==> src/logic/floor_pkg.sv <==
/*
 * Shared definitions for the elevator request logic
 * Floor count and widths, floor and mask types, car state and direction enums
 * Helper functions for stop detection and floor masks
 */

`default_nettype none

package floor_pkg;

    localparam int NUM_FLOORS = 11;
    localparam int FLOOR_W    = 4;
    localparam int STATE_W    = 6;

    typedef logic [FLOOR_W-1:0]    floor_t;
    typedef logic [NUM_FLOORS-1:0] floor_mask_t;

    // Motion controller state codes
    typedef enum logic [STATE_W-1:0] {
        STOP_FL1 = 6'h00, STOP_FL2, STOP_FL3, STOP_FL4,
        STOP_FL5, STOP_FL6, STOP_FL7, STOP_FL8,
        STOP_FL9, STOP_FL10, STOP_FL11,
        UP_F1_F2 = 6'h0B, UP_F2_F3, UP_F3_F4, UP_F4_F5,
        UP_F5_F6, UP_F6_F7, UP_F7_F8, UP_F8_F9,
        UP_F9_F10, UP_F10_F11,
        DOWN_F11_F10 = 6'h15, DOWN_F10_F9, DOWN_F9_F8, DOWN_F8_F7,
        DOWN_F7_F6, DOWN_F6_F5, DOWN_F5_F4, DOWN_F4_F3,
        DOWN_F3_F2, DOWN_F2_F1,
        EMERGENCY = 6'h1F
    } car_state_e;

    typedef enum logic {
        DIR_DOWN = 1'b0,
        DIR_UP   = 1'b1
    } dir_e;

    // Stop codes sit at the bottom of the encoding
    function automatic logic is_stop_state(input car_state_e s);
        return (s <= STOP_FL11);
    endfunction

    // Floors strictly above f
    function automatic floor_mask_t floors_above(input floor_t f);
        floor_mask_t m;
        for (int n = 0; n < NUM_FLOORS; n++) begin
            m[n] = (floor_t'(n) > f);
        end
        return m;
    endfunction

    // Floors strictly below f
    function automatic floor_mask_t floors_below(input floor_t f);
        floor_mask_t m;
        for (int n = 0; n < NUM_FLOORS; n++) begin
            m[n] = (floor_t'(n) < f);
        end
        return m;
    endfunction

    // One-hot mask of a single floor
    function automatic floor_mask_t floor_bit(input floor_t f);
        return floor_mask_t'(1) << f;
    endfunction

endpackage

`default_nettype wire

==> src/logic/request_ctrl_if.sv <==
/*
 * Request bus between the call registers and the dispatcher
 * Power acceptance, arrival clear and the three pending masks
 */

`timescale 1ns/1ps
`default_nettype none

interface request_ctrl_if import floor_pkg::*; ();

    // From the dispatcher
    logic        accept;
    logic        arrive;
    floor_t      arrive_floor;

    // From the hall call register
    floor_mask_t up_pending;
    floor_mask_t down_pending;

    // From the car call register
    floor_mask_t car_pending;

    modport hall_side (
        input  accept,
        input  arrive,
        input  arrive_floor,
        output up_pending,
        output down_pending
    );

    modport car_side (
        input  accept,
        input  arrive,
        input  arrive_floor,
        output car_pending
    );

    modport dispatch_side (
        output accept,
        output arrive,
        output arrive_floor,
        input  up_pending,
        input  down_pending,
        input  car_pending
    );

endinterface

`default_nettype wire

==> src/logic/hall_call_register.sv <==
/*
 * Hall call register
 * Splits hall presses into up and down requests and drives the call lights
 */

`timescale 1ns/1ps
`default_nettype none

module hall_call_register import floor_pkg::*; (
    input  wire logic        clock,
    input  wire logic        reset_n,
    input  wire floor_mask_t floor_call_buttons,
    input  wire floor_t      current_floor,
    request_ctrl_if.hall_side req,
    output      floor_mask_t call_button_lights
);

    floor_mask_t up_q;
    floor_mask_t down_q;
    floor_mask_t up_press;
    floor_mask_t down_press;
    floor_mask_t clear_mask;

    // Calls at the current floor fall into neither set and are dropped
    assign up_press   = floor_call_buttons & floors_above(current_floor);
    assign down_press = floor_call_buttons & floors_below(current_floor);

    assign clear_mask = req.arrive ? floor_bit(req.arrive_floor) : '0;

    //////////////////////////////////////////////////
    // Request latches
    //////////////////////////////////////////////////

    always_ff @(posedge clock or negedge reset_n) begin
        if (!reset_n) begin
            up_q   <= '0;
            down_q <= '0;
        end else if (!req.accept) begin
            // Power off drops every hall request
            up_q   <= '0;
            down_q <= '0;
        end else begin
            // Arrival clear wins over a new press on the same floor
            up_q   <= (up_q | up_press) & ~clear_mask;
            down_q <= (down_q | down_press) & ~clear_mask;
        end
    end

    assign req.up_pending   = up_q;
    assign req.down_pending = down_q;

    // One light per floor, either direction
    assign call_button_lights = up_q | down_q;

endmodule

`default_nettype wire

==> src/logic/car_call_register.sv <==
/*
 * Car call register
 * Latches panel destinations and drives the panel lights
 */

`timescale 1ns/1ps
`default_nettype none

module car_call_register import floor_pkg::*; (
    input  wire logic        clock,
    input  wire logic        reset_n,
    input  wire floor_mask_t panel_buttons,
    request_ctrl_if.car_side req,
    output      floor_mask_t panel_button_lights
);

    floor_mask_t car_q;
    floor_mask_t clear_mask;

    assign clear_mask = req.arrive ? floor_bit(req.arrive_floor) : '0;

    always_ff @(posedge clock or negedge reset_n) begin
        if (!reset_n) begin
            car_q <= '0;
        end else if (!req.accept) begin
            car_q <= '0;
        end else begin
            // Same priority as the hall side, clear before press
            car_q <= (car_q | panel_buttons) & ~clear_mask;
        end
    end

    assign req.car_pending     = car_q;
    assign panel_button_lights = car_q;

endmodule

`default_nettype wire

==> src/logic/car_dispatcher.sv <==
/*
 * Car dispatcher
 * Candidate set and target floor choice, travel direction and activate
 * Arrival clear, power acceptance and door button gating
 */

`timescale 1ns/1ps
`default_nettype none

module car_dispatcher import floor_pkg::*; (
    input  wire logic       power_switch,
    input  wire logic       emergency_btn,
    input  wire logic       door_open_btn,
    input  wire logic       door_close_btn,
    input  wire car_state_e elevator_state,
    input  wire floor_t     current_floor,
    input  wire dir_e       elevator_direction,
    request_ctrl_if.dispatch_side req,
    output      floor_t     elevator_floor_selector,
    output      dir_e       direction_selector,
    output      logic       activate_elevator,
    output      logic       door_open_allowed,
    output      logic       door_close_allowed
);

    logic        stopped;
    floor_mask_t candidates;
    floor_mask_t above_mask;
    floor_mask_t below_mask;
    floor_t      pick_floor;
    dir_e        pick_dir;

    // Lowest set bit of a mask, 0 when empty
    function automatic floor_t lowest_set(input floor_mask_t m);
        floor_t f;
        f = '0;
        for (int n = NUM_FLOORS - 1; n >= 0; n--) begin
            if (m[n]) begin
                f = floor_t'(n);
            end
        end
        return f;
    endfunction

    // Highest set bit of a mask, 0 when empty
    function automatic floor_t highest_set(input floor_mask_t m);
        floor_t f;
        f = '0;
        for (int n = 0; n < NUM_FLOORS; n++) begin
            if (m[n]) begin
                f = floor_t'(n);
            end
        end
        return f;
    endfunction

    assign stopped    = is_stop_state(elevator_state);
    assign above_mask = floors_above(current_floor);
    assign below_mask = floors_below(current_floor);

    //////////////////////////////////////////////////
    // Candidate set
    //////////////////////////////////////////////////

    // Car calls first, then hall calls in the travel direction, then the rest
    always_comb begin
        if (|req.car_pending) begin
            candidates = req.car_pending;
        end else if (elevator_direction == DIR_UP) begin
            candidates = (|req.up_pending) ? req.up_pending : req.down_pending;
        end else begin
            candidates = (|req.down_pending) ? req.down_pending : req.up_pending;
        end
    end

    //////////////////////////////////////////////////
    // Nearest target in the travel direction
    //////////////////////////////////////////////////

    always_comb begin
        if (elevator_direction == DIR_UP) begin
            if (|(candidates & above_mask)) begin
                pick_floor = lowest_set(candidates & above_mask);
                pick_dir   = DIR_UP;
            end else begin
                // Turn around, includes the current floor
                pick_floor = highest_set(candidates & ~above_mask);
                pick_dir   = DIR_DOWN;
            end
        end else begin
            if (|(candidates & below_mask)) begin
                pick_floor = highest_set(candidates & below_mask);
                pick_dir   = DIR_DOWN;
            end else begin
                pick_floor = lowest_set(candidates & ~below_mask);
                pick_dir   = DIR_UP;
            end
        end
    end

    assign activate_elevator = power_switch && !emergency_btn && stopped && (|candidates);

    // Idle car reports where it is and which way it last went
    assign elevator_floor_selector = activate_elevator ? pick_floor : current_floor;
    assign direction_selector      = activate_elevator ? pick_dir : elevator_direction;

    // Target reached while standing, clear that floor next edge
    assign req.accept       = power_switch;
    assign req.arrive       = activate_elevator && (pick_floor == current_floor);
    assign req.arrive_floor = pick_floor;

    // Doors only respond to a powered, standing car
    assign door_open_allowed  = door_open_btn && power_switch && stopped;
    assign door_close_allowed = door_close_btn && power_switch && stopped;

endmodule

`default_nettype wire

==> src/logic/floor_logic_top.sv <==
/*
 * Top level of the elevator request logic
 * Hall and car call registers feeding the dispatcher over one request bus
 */

`timescale 1ns/1ps
`default_nettype none

module floor_logic_top import floor_pkg::*; (
    input  wire logic        clock,
    input  wire logic        reset_n,
    input  wire floor_mask_t floor_call_buttons,
    input  wire floor_mask_t panel_buttons,
    input  wire logic        door_open_btn,
    input  wire logic        door_close_btn,
    input  wire logic        emergency_btn,
    input  wire logic        power_switch,
    input  wire floor_t      current_floor_state,
    input  wire car_state_e  elevator_state,
    input  wire dir_e        elevator_direction,
    output      floor_t      elevator_floor_selector,
    output      dir_e        direction_selector,
    output      logic        activate_elevator,
    output      floor_mask_t call_button_lights,
    output      floor_mask_t panel_button_lights,
    output      logic        door_open_allowed,
    output      logic        door_close_allowed
);

    request_ctrl_if req ();

    // Hall calls split by direction
    hall_call_register u_hall (
        .clock              (clock),
        .reset_n            (reset_n),
        .floor_call_buttons (floor_call_buttons),
        .current_floor      (current_floor_state),
        .req                (req),
        .call_button_lights (call_button_lights)
    );

    // Destinations from inside the car
    car_call_register u_car (
        .clock               (clock),
        .reset_n             (reset_n),
        .panel_buttons       (panel_buttons),
        .req                 (req),
        .panel_button_lights (panel_button_lights)
    );

    car_dispatcher u_dispatch (
        .power_switch            (power_switch),
        .emergency_btn           (emergency_btn),
        .door_open_btn           (door_open_btn),
        .door_close_btn          (door_close_btn),
        .elevator_state          (elevator_state),
        .current_floor           (current_floor_state),
        .elevator_direction      (elevator_direction),
        .req                     (req),
        .elevator_floor_selector (elevator_floor_selector),
        .direction_selector      (direction_selector),
        .activate_elevator       (activate_elevator),
        .door_open_allowed       (door_open_allowed),
        .door_close_allowed      (door_close_allowed)
    );

endmodule

`default_nettype wire

==> config.mk <==
export PLATFORM = sky130hd
export DESIGN_NAME = floor_logic_top
export DESIGN_NICKNAME = d
export VERILOG_FILES = /design/src/logic/floor_pkg.sv /design/src/logic/request_ctrl_if.sv /design/src/logic/hall_call_register.sv /design/src/logic/car_call_register.sv /design/src/logic/car_dispatcher.sv /design/src/logic/floor_logic_top.sv
export SDC_FILE = /design/constraint.sdc
export NUM_CORES = 1
export LEC_CHECK = 0
export BUFFER_PORTS_ARGS = -buffer_cell sky130_fd_sc_hd__buf_2
export CAP_MARGIN = 20
export CORE_ASPECT_RATIO = 1.2
export CORE_MARGIN = 4
export CORE_UTILIZATION = 30
export CTS_BUF_LIST = sky130_fd_sc_hd__clkbuf_4 sky130_fd_sc_hd__clkbuf_8 sky130_fd_sc_hd__clkbuf_16
export CTS_CLUSTER_SIZE = 8
export DETAILED_ROUTE_END_ITERATION = 8
export GPL_TIMING_DRIVEN = 0
export SLEW_MARGIN = 0
export SYNTH_ARGS = -nofsm -noshare
export SYNTH_HDL_FRONTEND = slang
export SYNTH_HIERARCHICAL = 1
export SYNTH_SLANG_ARGS = --single-unit
==> constraint.sdc <==
create_clock -name clock -period 7.5 [get_ports clock]
set_input_delay 1.5 -clock clock [delete_from_list [all_inputs] [get_ports clock]]
set_output_delay 1.5 -clock clock [all_outputs]
set_load 0.05 [all_outputs]
### Word-level counts from Yosys, hierarchy flattened

Cells that the tools add are included.

| word-level totals | value |
|---|---|
| register bits after elaboration | 33 |
| input port bits | 39 |
| logic and storage cells | 117 |

| operators by class | value |
|---|---|
| order comparisons | 23 |
| equality and inequality tests | 1 |
| shift operators | 1 |
| muxes and demuxes | 58 |
| bitwise operators | 16 |
| reduce and logical (&&, ||, !) cells | 15 |

Operator list:

| operator | number |
|---|---|
| $mux 4 | 32 |
| $and 11x11->11 | 9 |
| $mux 11 | 8 |
| $reduce_or 11->1 | 6 |
| $or 11x11->11 | 4 |
| $not 11->11 | 3 |
| $mux 3 | 8 |
| $gt 3x4->1 const A | 4 |
| $lt 3x4->1 const A | 4 |
| $gt 4x4->1 const A | 3 |
| $lt 4x4->1 const A | 3 |
| $shl 1x4->11 const A | 1 |
| $gt 1x4->1 const A | 2 |
| $gt 2x4->1 const A | 2 |
| $logic_and 1x1->1 | 8 |
| $lt 1x4->1 const A | 2 |
| $lt 2x4->1 const A | 2 |
| $mux 2 | 4 |
| $le 6x4->1 const B | 1 |
| $mux 1 | 6 |
| $eq 4x4->1 | 1 |
| $logic_not 1->1 | 1 |

### Logic depth before layout (Yosys ltp)

| depth | value |
|---|---|
| word-level depth | 24 |
| gate-level depth with buffers | 15 |
| gate-level depth less buffers | 13 |

### Modules after synthesis

The synthesis kept the hierarchy.

By module, submodules not included:

| module | instances | cells an instance | area each (um^2) | seq. area each (um^2) |
|---|---|---|---|---|
| car_dispatcher | 1 | 235 | 1636.6 | 0.0 |
| hall_call_register | 1 | 119 | 1067.3 | 550.5 |
| car_call_register | 1 | 51 | 528.0 | 275.3 |

### Least setup slack after synthesis

Ideal clock, no wire load.

| timing path | value |
|---|---|
| path type | input to output |
| from | input port elevator_direction |
| to | output port elevator_floor_selector[0] |
| data arrival time | 4.745 ns |
| data required time | 6.000 ns |
| setup slack | 1.255 ns |
| stages on the path | 10 |
| path buffers | 2 |
| cell sequence | clkbuf_1 -> a31o_1 -> buf_6 -> a221oi_2 -> nand2_1 -> a211o_1 -> nor4b_2 -> and2_4 -> a2111oi_4 -> o31ai_1 |

| on the way | value |
|---|---|
| word-level cells in the longest chain between the ends | 16 |

RTL lines:

| what | RTL line | text |
|---|---|---|
| start: declaration | floor_logic_top.sv:20 | `input wire dir_e elevator_direction,` |
| $mux 11 | car_dispatcher.sv:69 | `end else if (elevator_direction == DIR_UP) begin` |
| $mux 11 | car_dispatcher.sv:67 | `if (\|req.car_pending) begin` |
| $and 11x11->11, on equally long branches | - |  |
| $mux 4 or $mux 1 (tied branches) | car_dispatcher.sv:38, car_dispatcher.sv:50 |  |
| $mux 4 or $mux 2 (tied branches) (2 in a row) | car_dispatcher.sv:38, car_dispatcher.sv:50 |  |
| $mux 4 or $mux 3 (tied branches) (4 in a row) | car_dispatcher.sv:38, car_dispatcher.sv:50 |  |
| $mux 4, on equally long branches (3 in a row) | car_dispatcher.sv:38, car_dispatcher.sv:50 |  |
| $mux 4, on equally long branches | car_dispatcher.sv:91, car_dispatcher.sv:82 |  |
| $mux 4 | car_dispatcher.sv:81 | `if (elevator_direction == DIR_UP) begin` |
| $mux 4 (*) | car_dispatcher.sv:104 | `assign elevator_floor_selector = activate_elevator ? pick_floor : current_floor;` |
| end: declaration | floor_logic_top.sv:21 | `output floor_t elevator_floor_selector,` |

Every way passes the cells marked *; elsewhere a longest branch is shown, timed or not.

### Final worst setup path

| timing path | value |
|---|---|
| from | input port elevator_direction |
| to | output port elevator_floor_selector[3] |

| on the way | value |
|---|---|
| word-level cells in the longest chain between the ends | 17 |

RTL lines:

| what | RTL line | text |
|---|---|---|
| $mux 11 | car_dispatcher.sv:69 |  |
| $mux 11 | car_dispatcher.sv:67 |  |
| $and 11x11->11, on equally long branches | car_dispatcher.sv:95, car_dispatcher.sv:82, car_dispatcher.sv:83 |  |
| $mux 4 (11 in a row) | car_dispatcher.sv:38 | `if (m[n]) begin` |
| $mux 4, on equally long branches | car_dispatcher.sv:91, car_dispatcher.sv:82 |  |
| $mux 4 (*) | car_dispatcher.sv:81 |  |
| via req.arrive_floor[3] | request_ctrl_if.sv:14 | `floor_t arrive_floor;` |
| $mux 4 (*) | car_dispatcher.sv:104 |  |

Mark *: on every way through the listed nets, which the timed path passes. The rest lies on a longest branch.

==> flow_summary.toml <==
[synth]
netlist.area_leader.share_pct = 25.6
number_of_enable_type_register_cells_in_the_synthesized_netlist = 0
post-synth-top-count-cell = "sky130_fd_sc_hd__nor2_1"
asyncSetResetFlopFracSynth_pct = 100
syn-instance-count = 405
synthesis.nets = 444
ys_types = 73
yosysSeqAreaShare_pct = 25.6
synth_largest_area_cell = "sky130_fd_sc_hd__dfrtp_1"
synth.cell_area_um2 = 3230
ys_seq_elements = 33
synth_ff_type = "sky130_fd_sc_hd__dfrtp_1"
synthTopCellsByArea = "sky130_fd_sc_hd__dfrtp_1 26%, sky130_fd_sc_hd__nor2_1 5.5%, sky130_fd_sc_hd__o21ai_0 4.8%"
netlist_top_cells_count = "47 x sky130_fd_sc_hd__nor2_1, 33 x sky130_fd_sc_hd__dfrtp_1, 31 x sky130_fd_sc_hd__o21ai_0"
yosysWarnings = 6
synthesis.area_per_instance_um2 = 7.98

[sta]
worst_tran_pin_value_ps = 1030
rsz0062_at_grt = "no"
final_hold_viol_count = 0
final.min_clock_period_ps = 6840
period_share_pct = 91.1
final_max_slew_viol_count = 0
max_clock_freq_ghz = 0.146
worst_clock_skew_ps = 3.19
totalNegativeSetupSlack_ps = 0
report.final.setup_viol = 0
hold_ws_ps = 559
slew_headroom_pct = 31.2

[power_and_ir_drop]
power_per_cell_area_nw_per_um2 = 176
design_power_total_uw = 680
max-vdd-ir-drop_mv = 0.134
power.static_leakage_nw = 1.61

[placed_design]
placement.io_buffers = 67
dpl.hpwl_um = 9580
gp_congestion = 1.00
numPlacedInstances = 601

[detailed_routing]
post_drt_via_cell_ratio = 6.08
drc = 0
drt-initial-drc-count = 253
wirelength_um = 12000
antenna_violating_nets_post_route = 0
num_vias = 3703
routedWlPerCell_um = 19.7
firstDrtPassIters = 5

[clocking]
clockBufferDepth = 2
root_driver = "sky130_fd_sc_hd__clkbuf_16"
clk_transition_reported_paths_ps = 50
cts-hold-fix-buffers = 0
tritoncts_clock_tree = "done"
cts_buffers = 5
cts.htree.levels = 2
clkSinkCount = 33
cts.repair.resized = 0
postCtsSetupBuffers = 0
worst_skew_pair.late_latency_ps = 280

[cells_and_area]
area.growth.synth_to_final_pct = 19.8
num-nets-final = 518
fin_cells = 609
num_antenna_cells = 0
layout-drive-gt1-share_pct = 28.1

[min_path]
holdCritPathClass = "flop to flop"

[floorplan]
rows = 41
die_y_um = 122
core_area_um2 = 10500
num_io_pins = 69
initial_cell_density_of_the_core_pct = 30.7
area_enclosed_by_the_die_boundary_um2 = 12500
die-width_um = 103

[worst_setup_path]
critical_path_arrival_ps = 5340
timing.critical_path.to_type = "output pin"
worst_setup_sp_type = "input port"
critPathRequiredTime_ps = 6000
critPathMaxFanout = 11
startpoint_to_endpoint_class_of_the_critical_path = "input port to output pin"

[global_routing]
number_of_global_route_vias_before_repair = 3675
groute.usage.overall_pct = 19.1
grt_antenna_before_repair = 0
grt_pass1_wl_um = 18600
aggregate_global_routing_overflow = 0
grt_max_degree = 34

[run_status]
status = "finished clean"

[flow_run]
cap_violations = 0
-- final timing paths --
path / start / end / slack (ps) / depth (start not counted)
setup / recovery: elevator_direction / elevator_floor_selector[3] / 660 / 10
hold / removal: u_hall/req.up_pending[6] / u_hall/req.up_pending[6] / 560 / 2
setup reg to reg: u_hall/req.up_pending[9] / u_hall/req.up_pending[2] / 1690 / 14
hold reg to reg: u_hall/req.up_pending[6] / u_hall/req.up_pending[6] / 560 / 2
max in group asynchronous: reset_n / u_hall/req.up_pending[0] / 5730 / 1
min in group asynchronous: reset_n / u_car/panel_button_lights[5] / 1280 / 1
-- cell families after synthesis --
kind of cell / count (synthesis) / share of synthesized area (%)
and+or+nand+nor: 161 / 28.0
AOI/OAI and AO/OA: 167 / 38.6
DFF: 33 / 25.6
buffers and inverters: 39 / 6.35
muxes: 2 / 0.697
xor gates and xnor gates: 3 / 0.813
-- report_power, final --
| group | internal (mW) | switching (mW) |
|---|---|---|
| registers | 0.189 | 0.0137 |
| logic | 0.0929 | 0.186 |
| clock network | 0.121 | 0.0757 |
-- metal layers --
| layer | share of wire, % | up-vias | wire length [um] | track usage, % |
|---|---|---|---|---|
| li1 | - | 1714 | - | - |
| met1 | 40 | 1782 | 4750 | 22.9 |
| met2 | 50 | 178 | 6030 | 33.0 |
| met3 | 5.8 | 29 | 697 | 2.69 |
| met4 | 4.1 | 0 | 489 | 9.23 |
| met5 | 0 | - | 0 | 0 |
-- flip-flops by register name (all words and copies together) (netlist names) --
| name | cells |
|---|---|
| u_hall/req.down_pending | 11 |
| u_hall/req.up_pending | 11 |
| u_car/panel_button_lights | 11 |
-- placed cells by master, fill, tap and decap left out, types with 10 or more instances in the layout --
master and n:
sky130_fd_sc_hd__buf_2 72, sky130_fd_sc_hd__nor2_1 47, sky130_fd_sc_hd__dfrtp_1 33, sky130_fd_sc_hd__o21ai_0 31, sky130_fd_sc_hd__a21oi_1 28, sky130_fd_sc_hd__nand2_1 17
sky130_fd_sc_hd__nor3_1 16, sky130_fd_sc_hd__clkbuf_1 13, sky130_fd_sc_hd__or2_2 13, sky130_fd_sc_hd__buf_4 12, sky130_fd_sc_hd__a31oi_1 10
-- worst max-delay path, cell delays in order --
cell and delay, ps:
sky130_fd_sc_hd__clkbuf_1 290, sky130_fd_sc_hd__clkbuf_1 410, sky130_fd_sc_hd__o311ai_0 260, sky130_fd_sc_hd__a221oi_1 640
sky130_fd_sc_hd__o22ai_1 170, sky130_fd_sc_hd__nor4_1 430, sky130_fd_sc_hd__nand4_1 210, sky130_fd_sc_hd__o21ai_1 860
sky130_fd_sc_hd__mux2_2 300, sky130_fd_sc_hd__buf_2 260
-- through the flow --
stage / util (%) / area [um^2] / setup slack, ps
6_report: 36.8 / 3870 / 664
5_1_grt: 36.8 / 3870 / 497
4_1_cts: 36.8 / 3870 / 679
3_5_place_dp: 35.5 / 3730 / 752
3_3_place_gp: 35.5 / 3730 / 807
2_1_floorplan: - / 3230 / 1250
-- final cells by class --
cell class,instances,area [um^2]
well taps,129,161
flip-flops and latches,33,826
inverters,8,30.0
multi-input cells,333,2200
plain buffers,31,175
repair buffers,67,335
clock buffers,5,125
fillers,1107,6650
clock inverters,3,17.5
(Power assumes the default switching activity.)
